`src/include/bus_params.svh`:
```
// Bus width and register reset values; reset values must fit the payload type of each register
`ifndef BUS_PARAMS_SVH
`define BUS_PARAMS_SVH

// Data bus width in bits
`define BUS_WIDTH 8

// Reset value of general register A
`define REG_A_DEFAULT 8'h5A

// Reset value of general register B
`define REG_B_DEFAULT 8'hA5

// Flags come out of reset with zero and carry both clear
`define FLAGS_DEFAULT 2'b00

`endif
```
`src/hdl/busPkg.sv`:
```
// Data-side types of the bus; width comes from bus_params.svh, so the include dir must be set
package busPkg;

  `include "bus_params.svh"

  // One byte as carried on the data bus
  typedef logic [`BUS_WIDTH-1:0] busByteT;

  // Flags produced by the arithmetic unit
  // Zero sits in bit 1 and carry in bit 0 once zero-extended onto the bus
  typedef struct packed
  {
    logic zero;
    // For subtraction this means no borrow
    logic carry;
  } aluFlagsT;

  // Full arithmetic result, byte plus flags
  typedef struct packed
  {
    busByteT value;
    aluFlagsT flags;
  } aluResultT;

endpackage

```
`src/hdl/ctrlPkg.sv`:
```
// Control-side types; the command payload reuses the bus byte type, so compile busPkg first
package ctrlPkg;

  // Host opcodes, one per four-phase handshake
  typedef enum logic [3:0]
  {
    LOADA  = 4'd0,
    LOADB  = 4'd1,
    ADD    = 4'd2,
    SUB    = 4'd3,
    ORLOAD = 4'd4,
    READA  = 4'd5,
    READB  = 4'd6,
    READF  = 4'd7
  } opcodeT;

  // Command as presented on the host port
  typedef struct packed
  {
    opcodeT opcode;
    busPkg::busByteT data;
  } commandT;

  // Bit positions inside the one-hot read select
  localparam int READ_SEL_A = 0;
  localparam int READ_SEL_B = 1;
  localparam int READ_SEL_FLAGS = 2;

  // Control word fanned out from the sequencer to every register
  typedef struct packed
  {
    logic extToA;
    logic aluToA;
    logic extToB;
    logic aluToFlags;
    logic subtract;
    // One-hot, at most one register drives the result bus
    logic [2:0] readSel;
  } ctrlWordT;

endpackage

```
`src/hdl/busDatapath.sv`:
```
// Top of the bus datapath; host drives one command per four-phase handshake, no back-pressure on result
`timescale 1ns/10ps

module busDatapath
  import busPkg::*;
  import ctrlPkg::*;
(
  input logic clk,
  input logic nrst,
  input logic req,
  input commandT cmd,
  output logic ack,
  // Zero unless a read command is being acknowledged
  output busByteT result
);

  `include "bus_params.svh"

  ctrlWordT ctrl;
  busByteT extData;
  aluResultT aluResult;
  busByteT aValue;
  busByteT bValue;

  // Register input and output bundles
  busByteT aInputs [2];
  busByteT bInputs [1];
  aluFlagsT flagsInputs [1];
  busByteT aBus [1];
  busByteT bBus [1];
  aluFlagsT flagsBus [1];

  // Input 0 external data, input 1 ALU byte
  assign aInputs[0] = extData;
  assign aInputs[1] = aluResult.value;
  assign bInputs[0] = extData;
  assign flagsInputs[0] = aluResult.flags;

  transferSequencer i_transferSequencer (
    .clk(clk),
    .nrst(nrst),
    .req(req),
    .cmd(cmd),
    .ack(ack),
    .ctrl(ctrl),
    .extData(extData)
  );

  busRegister #(
    .payloadT(busByteT),
    .INPUT_COUNT(2),
    .OUTPUT_COUNT(1),
    .DEFAULT_VALUE(`REG_A_DEFAULT)
  ) regA (
    .clk(clk),
    .nrst(nrst),
    .busInputs(aInputs),
    .readEnable({ctrl.aluToA, ctrl.extToA}),
    .writeEnable(ctrl.readSel[READ_SEL_A]),
    .busOutputs(aBus),
    .value(aValue)
  );

  busRegister #(
    .payloadT(busByteT),
    .INPUT_COUNT(1),
    .OUTPUT_COUNT(1),
    .DEFAULT_VALUE(`REG_B_DEFAULT)
  ) regB (
    .clk(clk),
    .nrst(nrst),
    .busInputs(bInputs),
    .readEnable(ctrl.extToB),
    .writeEnable(ctrl.readSel[READ_SEL_B]),
    .busOutputs(bBus),
    .value(bValue)
  );

  // Flags are only ever read through the gated output
  busRegister #(
    .payloadT(aluFlagsT),
    .INPUT_COUNT(1),
    .OUTPUT_COUNT(1),
    .DEFAULT_VALUE(`FLAGS_DEFAULT)
  ) regFlags (
    .clk(clk),
    .nrst(nrst),
    .busInputs(flagsInputs),
    .readEnable(ctrl.aluToFlags),
    .writeEnable(ctrl.readSel[READ_SEL_FLAGS]),
    .busOutputs(flagsBus),
    .value()
  );

  arithUnit i_arithUnit (
    .a(aValue),
    .b(bValue),
    .subtract(ctrl.subtract),
    .result(aluResult)
  );

  // Shared result bus, flags zero-extended into the low bits
  assign result = aBus[0] | bBus[0] | busByteT'(flagsBus[0]);

endmodule

```
`src/hdl/transferSequencer.sv`:
```
// Four-phase req/ack; cmd must stay stable while req is high, and a new req waits for ack low
`timescale 1ns/10ps

module transferSequencer
  import busPkg::*;
  import ctrlPkg::*;
(
  input logic clk,
  input logic nrst,
  input logic req,
  input commandT cmd,
  output logic ack,
  output ctrlWordT ctrl,
  // Latched data byte for the register inputs
  output busByteT extData
);

  typedef enum logic [1:0]
  {
    IDLE,
    EXEC,
    ACKN
  } seqStateT;

  seqStateT state;
  commandT cmdQ;
  ctrlWordT decoded;
  logic [2:0] readSelQ;

  // Capture the command at the accepting edge
  always_ff @(posedge clk)
  begin
    if ((state == IDLE) && req)
    begin
      cmdQ <= cmd;
    end
  end

  // Opcode to enable pattern
  always_comb
  begin
    decoded = '0;
    case (cmdQ.opcode)
      LOADA:
      begin
        decoded.extToA = 1'b1;
      end
      LOADB:
      begin
        decoded.extToB = 1'b1;
      end
      ADD:
      begin
        decoded.aluToA = 1'b1;
        decoded.aluToFlags = 1'b1;
      end
      SUB:
      begin
        decoded.aluToA = 1'b1;
        decoded.aluToFlags = 1'b1;
        decoded.subtract = 1'b1;
      end
      // Both sources into A, merged by the register OR
      ORLOAD:
      begin
        decoded.extToA = 1'b1;
        decoded.aluToA = 1'b1;
      end
      READA:
      begin
        decoded.readSel[READ_SEL_A] = 1'b1;
      end
      READB:
      begin
        decoded.readSel[READ_SEL_B] = 1'b1;
      end
      READF:
      begin
        decoded.readSel[READ_SEL_FLAGS] = 1'b1;
      end
      default:
      begin
        decoded = '0;
      end
    endcase
  end

  // Idle, one execute cycle, then acknowledge until req drops
  always_ff @(posedge clk, negedge nrst)
  begin
    if (!nrst)
    begin
      state <= IDLE;
      ack <= 1'b0;
      readSelQ <= '0;
    end
    else
    begin
      case (state)
        IDLE:
        begin
          // ack is always low here, so req is safe to accept
          if (req)
          begin
            state <= EXEC;
          end
        end
        EXEC:
        begin
          state <= ACKN;
        end
        ACKN:
        begin
          if (!ack)
          begin
            // Read select rises with ack so result stays zero while ack is low
            ack <= 1'b1;
            readSelQ <= decoded.readSel;
          end
          else if (!req)
          begin
            ack <= 1'b0;
            readSelQ <= '0;
            state <= IDLE;
          end
        end
        default:
        begin
          state <= IDLE;
        end
      endcase
    end
  end

  // Write enables live only in the execute cycle
  always_comb
  begin
    ctrl = (state == EXEC) ? decoded : ctrlWordT'('0);
    ctrl.readSel = readSelQ;
  end

  assign extData = cmdQ.data;

endmodule

```
`src/hdl/arithUnit.sv`:
```
// Purely combinational add/subtract; carry on subtract is the inverted borrow, no overflow flag
`timescale 1ns/10ps

module arithUnit
  import busPkg::*;
(
  input busByteT a,
  input busByteT b,
  // High selects a minus b
  input logic subtract,
  output aluResultT result
);

  localparam int WIDTH = $bits(busByteT);

  busByteT operandB;
  logic [WIDTH:0] sum;

  // Two's complement subtract as invert plus carry-in
  assign operandB = subtract ? ~b : b;

  // One extra bit keeps the carry out
  assign sum = {1'b0, a} + {1'b0, operandB} + {{WIDTH{1'b0}}, subtract};

  always_comb
  begin
    result.value = sum[WIDTH-1:0];
    // Ninth bit, so a set carry on SUB means no borrow
    result.flags.carry = sum[WIDTH];
    result.flags.zero = (sum[WIDTH-1:0] == '0);
  end

endmodule

```
`src/hdl/busRegister.sv`:
```
// Payload type must be packed; all enabled inputs are ORed together, outputs read zero when not enabled
`timescale 1ns/10ps

module busRegister
#(
  parameter type payloadT = logic [7:0],
  parameter int INPUT_COUNT = 1,
  parameter int OUTPUT_COUNT = 1,
  parameter payloadT DEFAULT_VALUE = '0
)
(
  input logic clk,
  input logic nrst,
  // Candidate sources, one per input enable
  input payloadT busInputs [INPUT_COUNT],
  // Latch enables, one per input
  input logic [INPUT_COUNT-1:0] readEnable,
  // Drive enables, one per gated output
  input logic [OUTPUT_COUNT-1:0] writeEnable,
  output payloadT busOutputs [OUTPUT_COUNT],
  // Always shows the stored value
  output payloadT value
);

  payloadT maskedInputs [INPUT_COUNT];
  payloadT candidate;
  payloadT storedValue;

  // Each input passes only while its enable is high
  always_comb
  begin
    for (int i = 0; i < INPUT_COUNT; i++)
    begin
      maskedInputs[i] = readEnable[i] ? busInputs[i] : payloadT'('0);
    end
  end

  // Several enabled sources merge bitwise
  always_comb
  begin
    candidate = payloadT'('0);
    for (int i = 0; i < INPUT_COUNT; i++)
    begin
      candidate = payloadT'(candidate | maskedInputs[i]);
    end
  end

  // Latch on any enabled input, otherwise hold
  always_ff @(posedge clk, negedge nrst)
  begin
    if (!nrst)
    begin
      storedValue <= DEFAULT_VALUE;
    end
    else if (|readEnable)
    begin
      storedValue <= candidate;
    end
  end

  // Gated copies for the shared result bus
  always_comb
  begin
    for (int i = 0; i < OUTPUT_COUNT; i++)
    begin
      busOutputs[i] = writeEnable[i] ? storedValue : payloadT'('0);
    end
  end

  // Ungated view for the arithmetic unit
  assign value = storedValue;

endmodule

```
`config.mk`:
```
export PLATFORM = sky130hd
export DESIGN_NAME = busDatapath
export DESIGN_NICKNAME = d
export VERILOG_FILES = /design/src/hdl/busPkg.sv /design/src/hdl/ctrlPkg.sv /design/src/hdl/busDatapath.sv /design/src/hdl/transferSequencer.sv /design/src/hdl/arithUnit.sv /design/src/hdl/busRegister.sv
export VERILOG_INCLUDE_DIRS = /design/src /design/src/include
export SDC_FILE = /design/constraint.sdc
export NUM_CORES = 1
export LEC_CHECK = 0
export ABC_AREA = 0
export BUFFER_PORTS_ARGS = -buffer_cell sky130_fd_sc_hd__buf_2
export CAP_MARGIN = 5
export CORE_ASPECT_RATIO = 0.75
export CORE_UTILIZATION = 62
export CTS_CLUSTER_SIZE = 16
export DETAILED_ROUTE_END_ITERATION = 10
export PLACE_DENSITY_LB_ADDON = 0.12
export SYNTH_ARGS = -nofsm -noshare
export SYNTH_HDL_FRONTEND = slang
export SYNTH_HIERARCHICAL = 1
export SYNTH_SLANG_ARGS = --single-unit
export TNS_END_PERCENT = 1
```
`constraint.sdc`:
```
create_clock -name clk -period 6.1 [get_ports clk]
set_input_delay 1.22 -clock clk [delete_from_list [all_inputs] [get_ports clk]]
set_output_delay 1.22 -clock clk [all_outputs]
set_load 0.05 [all_outputs]
```
* Yosys cells after proc, flatten, opt, wreduce, memory -nomap -nowiden
Cells that the tools add are included.
** Word-level totals
- Output and inout bits :: 9
- Register bits after elaboration :: 36
** Cells by class
- $add $sub $neg :: 2
- Eq/ne operators :: 13
- Bitwise operators :: 4
- Mux-type cells :: 23
- Reduce and logical (&&, ||, !) cells :: 10
** Operators with widths (count)
- two-way mux 8 bit :: 6
- equality test 4 x 3 -> 1 bit (second input constant) :: 4
- OR 8 bit :: 2
- two-way mux 1 bit :: 10
- adder 8 x 8 -> 9 bit :: 1
- adder 9 x 1 -> 9 bit :: 1
- equality test 4 x 2 -> 1 bit (second input constant) :: 2
- zero test 8 bit :: 1
- two-way mux 2 bit :: 4
- inverter 8 bit :: 1
- OR 8 x 2 -> 8 bit :: 1
- two-way mux 3 bit :: 2
- inequality test 2 bit (second input constant) :: 3
- case mux 2 bit (3 select lines) :: 1
- OR reduction 2 bit :: 3
- equality test 4 x 1 -> 1 bit (second input constant) :: 1
- zero test 4 bit :: 1
- AND reduction 3 bit :: 1
- OR reduction 3 bit :: 1
- equality test 2 x 1 -> 1 bit (second input constant) :: 1
- equality test 2 bit (second input constant) :: 1
- zero test 2 bit :: 1
- inequality test 2 x 1 -> 1 bit (second input constant) :: 1
- AND reduction 2 bit :: 1
- logical AND 1 bit :: 1

* Longest topological paths before layout
- Depth after elaboration :: 9
- Mapped depth :: 13

* Modules after synthesis
The synthesis kept the hierarchy.
** Modules (own cells, without submodules)
- transferSequencer :: times used 1, area each 735.7 µm², sequential area each 510.5 µm², cells each 50
- arithUnit :: times used 1, area each 432.9 µm², sequential area each 0.0 µm², cells each 56
- busRegister (regA) :: times used 1, area each 419.2 µm², sequential area each 205.2 µm², cells each 35
- busRegister (regB) :: times used 1, area each 386.6 µm², sequential area each 205.2 µm², cells each 25
- busRegister (regFlags) :: times used 1, area each 85.1 µm², sequential area each 50.0 µm², cells each 6
- busDatapath :: times used 1, area each 50.0 µm², sequential area each 0.0 µm², cells each 8

* Worst setup path after synthesis
No wires, ideal clock.
- Path kind :: flip-flop to flip-flop
- Start :: reg i_transferSequencer/cmdQ[11] (netlist name)
- End :: reg regFlags.storedValue (netlist bit regFlags/value[1])
- Arrival time :: 2.954 ns
- Stages on the path, launching flop included :: 13
- Period minus slack after synthesis :: 3.019 ns
- Library setup time :: 0.065 ns
- Path slack :: 3.081 ns
- Path through :: edfxtp_1 > nand2b_1 > nor3_2 > and2_1 > buf_4 > xor2_1 > ha_1 > a21o_1 > a21o_1 > a211o_1 > a221o_1 > nor4b_2 > mux2_2
** RTL lines
- start: declaration :: RTL line transferSequencer.sv:26 : commandT cmdQ;
- start signal: assignment :: RTL line transferSequencer.sv:35 : cmdQ <= cmd;
- end signal: assignment :: RTL line busRegister.sv:57 : storedValue <= candidate;
- end: declaration :: RTL line busRegister.sv:27 : payloadT storedValue;

==> summary.md <==
| Metric | Value |
|---|---|
| DRT Wirelength | 4330 um |
| Slew Limit Fails | 0 |
| Post-CTS Hold Fix Bufs | 0 |
| TritonCTS Buffers | 5 |
| #FFs+latches synth | 36 |
| CP peak stage delay | around 500 ps |
| Max VDD drop | between 0.2 and 0.3 mV |
| GRT Residual Overflow | 0 |
| Via count | about 1400 |
| Initial antenna violation count | 0 |
| Average wire per standard cell | 18.2 um |
| Top cell type's share of synthesized area | about a fifth |
| Clk sink count | 36 |
| CTS resizes | 0 |
| Main synth FF type | dfrtp_1 |
| I/O Pins | 24 |
| Worst hold path cell count | 1 |
| CP Class | register to register |
| Pwr dens | 478 mW/mm2 |
| Min-Delay Path Class | register to register |
| Clk_lat worst skew | between 200 and 300 ps |
| Die ar. | around 0.0036 mm2 |
| Worst path required time | about 6300 ps |
| Number of synthesized flops with an enable pin | 12 |
| Maximum root-to-sink buffer count | 2 |
| Post-synthesis sequential area ratio | between 40 and 50% |
| Final hold vios | 0 |
| WP data arrival | 3760 ps |
| FF-to-FF End | regFlags/value[1] |
| CTS Root Buffer Type | clkbuf_8 |
| Post CTS Setup Buffer Count | 0 |
| Reg clk slew, reported paths | approximately 70 ps |
| Setup slack at placement | around 2700 ps |
| Top post-synthesis cells by area | dfrtp_1 19%, edfxtp_1 17%, dfstp_2 10% |
| Asr flop ratio synth | about two thirds |
| Placeable Area | 0.00308 mm2 |
| Family with the most delay on the worst path | simple AND/OR/NAND/NOR gates |
| Die width | about 69 um |
| Period utilization | between 50 and 60% |
| Drt first pass iters | 4 |
| GP Congestion | slightly below 0.9 |
| Post-synth top area cell | dfrtp_1 |
| Netlist Area Pre-Place | 0.00211 mm2 |
| P_leak | 1.16 nW |
| Minimum clock period | 3580 ps |
| Antenna diodes | 0 |
| Setup Skew | 4.32 ps |
| Worst-Margin Slew | between 1000 and 1500 ps |
| DRT iter0 DRCs | roughly 110 |
| Flop-to-flop setup slack | 2520 ps |
| PnR worst setup slack | 2520 ps |
| Largest net degree at the start of global routing | 25 |
| Status | completed |
| H-Tree Depth | 2 |
| IO Port Bufs | 23 |
| Critical path launch point type | register |
| Worst reg2reg path depth | 11 |
| Max Cap Viol | 0 |
| Post-synthesis cell type count | between 40 and 50 |
| Syn Nets | 203 |
| Hold_sp | i_transferSequencer/state[1] |
| Slowest-stage cell, CP | and2_1 |
| Cell with the most instances after synthesis | and2_1 |
| Critical Path Sink Type | register |
| Synth warn | 6 |
| Worst hold endpoint | i_transferSequencer/state[0] |
| Cells after Synth | 180 |
| NumNets Final | 222 |
| Most frequent cells after synthesis | 19 x and2_1, 16 x dfrtp_1, 12 x edfxtp_1 |
| Normalized max-slew margin | between 15 and 20% |
| CTS tree | done |
| Vias in the first global route | ~1400 |
| Half-perimeter wire length after placement | 2970 um |
| Mapped Avg Cell Area | 11.7 um2 |
| Max Fclk | between 200 and 300 MHz |
| Crit path cell chain | nand2b_1 -> nor3_2 -> and2_1 -> xor2_1 -> ha_1 -> nor2b_1 -> o31ai_1 -> a21boi_1 -> nor3b_1 -> nor4b_2 -> mux2_2 |
| Post-route setup TNS | 0 ps |
| Setup violations, final | 0 |
| Row cnt | 17 |
| P&R area growth vs syn | 7.89% |
| Drt drc | 0 |
| Overall routing resource usage | between 20% and 30% |
| Initial Util | between 60% and 70% |
| Die height | 52.5 um |
| Largest driver fanout on the critical path | 8 |
| Via/cell ratio | roughly 6.0 |
| Antenna Nets Post-Route | 0 |
| Worst reg2reg startpoint | i_transferSequencer/cmdQ[11] |
| RSZ-0062 raised after global routing | no |
| First-pass GRT wire length | ~7000 um |
| Critical path buffer and inverter count | 0 |
| Share of layout cells above drive strength 1 | roughly a third |
## registers in the layout (all words and copies together) (netlist names)
register                      flops
i_transferSequencer/extData       8
regA/value                        8
regB/value                        8
i_transferSequencer/cmdQ          4
i_transferSequencer/readSelQ      3
i_transferSequencer/state         2
regFlags/value                    2
i_transferSequencer/ack           1
## cell type report
cell class	instances	area (um2)
sequential	36	971
multi-input combinational	128	1030
clock buffer	6	82.6
inverter	4	15.0
fill	228	808
clock inverter	2	10.0
timing repair buffer	24	123
tap	38	47.5
## placed cells by master (no fill, tap or decap), drive strengths merged, types with 4 or more instances in the layout
cell type / n
or2: 6
clkbuf: 6
o21ai: 6
nand2b: 4
inv: 4
dfrtp: 16
a22o: 9
edfxtp: 12
nand2: 7
a21o: 11
xor2: 10
nor2: 7
and2: 19
ha: 7
mux2: 10
dfstp: 8
nor3: 4
buf: 24
## per-layer routing
metal | GRT usage [%] | wire [um] | share of wire, %
met1 | 34.2 | 2050 | 47
met2 | 42.2 | 2010 | 46
met3 | 6.35 | 207 | 4.8
met4 | 11.9 | 68 | 1.6
met5 | 0 | 0 | 0
## report_power, final
part	leakage [nW]	switching, mW	internal, mW	total, mW
logic	0.699	0.272	0.209	0.481
registers	0.406	0.0791	0.351	0.430
clock network	0.0510	0.0866	0.0901	0.177
## cells by family (layout without fill, tap and decap cells)
family / after synthesis / after routing / synth area share, %
flip-flops: 36 / 36 / 46.0
multiplexers: 11 / 11 / 7.24
AO/OA/AOI/OAI: 37 / 37 / 13.1
buffers and inverters: 16 / 36 / 5.52
AND/OR/NAND/NOR: 60 / 60 / 18.0
XOR/XNOR: 12 / 12 / 4.98
adder cells (fa/ha/maj): 8 / 8 / 5.10
## stage by stage
step                power (mW)  hold WS, ps  area (um2)  util, %  cells
finish                    1.09          499        2280     73.8    238
detailed placement       0.902          487        2180     70.8    230
CTS                       1.08          500        2280     73.8    238
floorplan                0.797          437        2110        -    180
global route              1.15          519        2280     73.8    238
global placement         0.872          466        2180     70.8    230
## how the worst max path moves through the flow
stage / startpoint / end / cells past startpoint
after CTS: i_transferSequencer/cmdQ[11] / regFlags/value[1] / 11
after detailed placement: i_transferSequencer/cmdQ[11] / regFlags/value[1] / 11
after global routing: i_transferSequencer/cmdQ[11] / regFlags/value[1] / 11
final: i_transferSequencer/cmdQ[11] / regFlags/value[1] / 11
after global placement: i_transferSequencer/cmdQ[11] / regFlags/value[1] / 11
after floorplan: i_transferSequencer/cmdQ[11] / regFlags/value[1] / 12
Power figures use the tool's default switching activity.
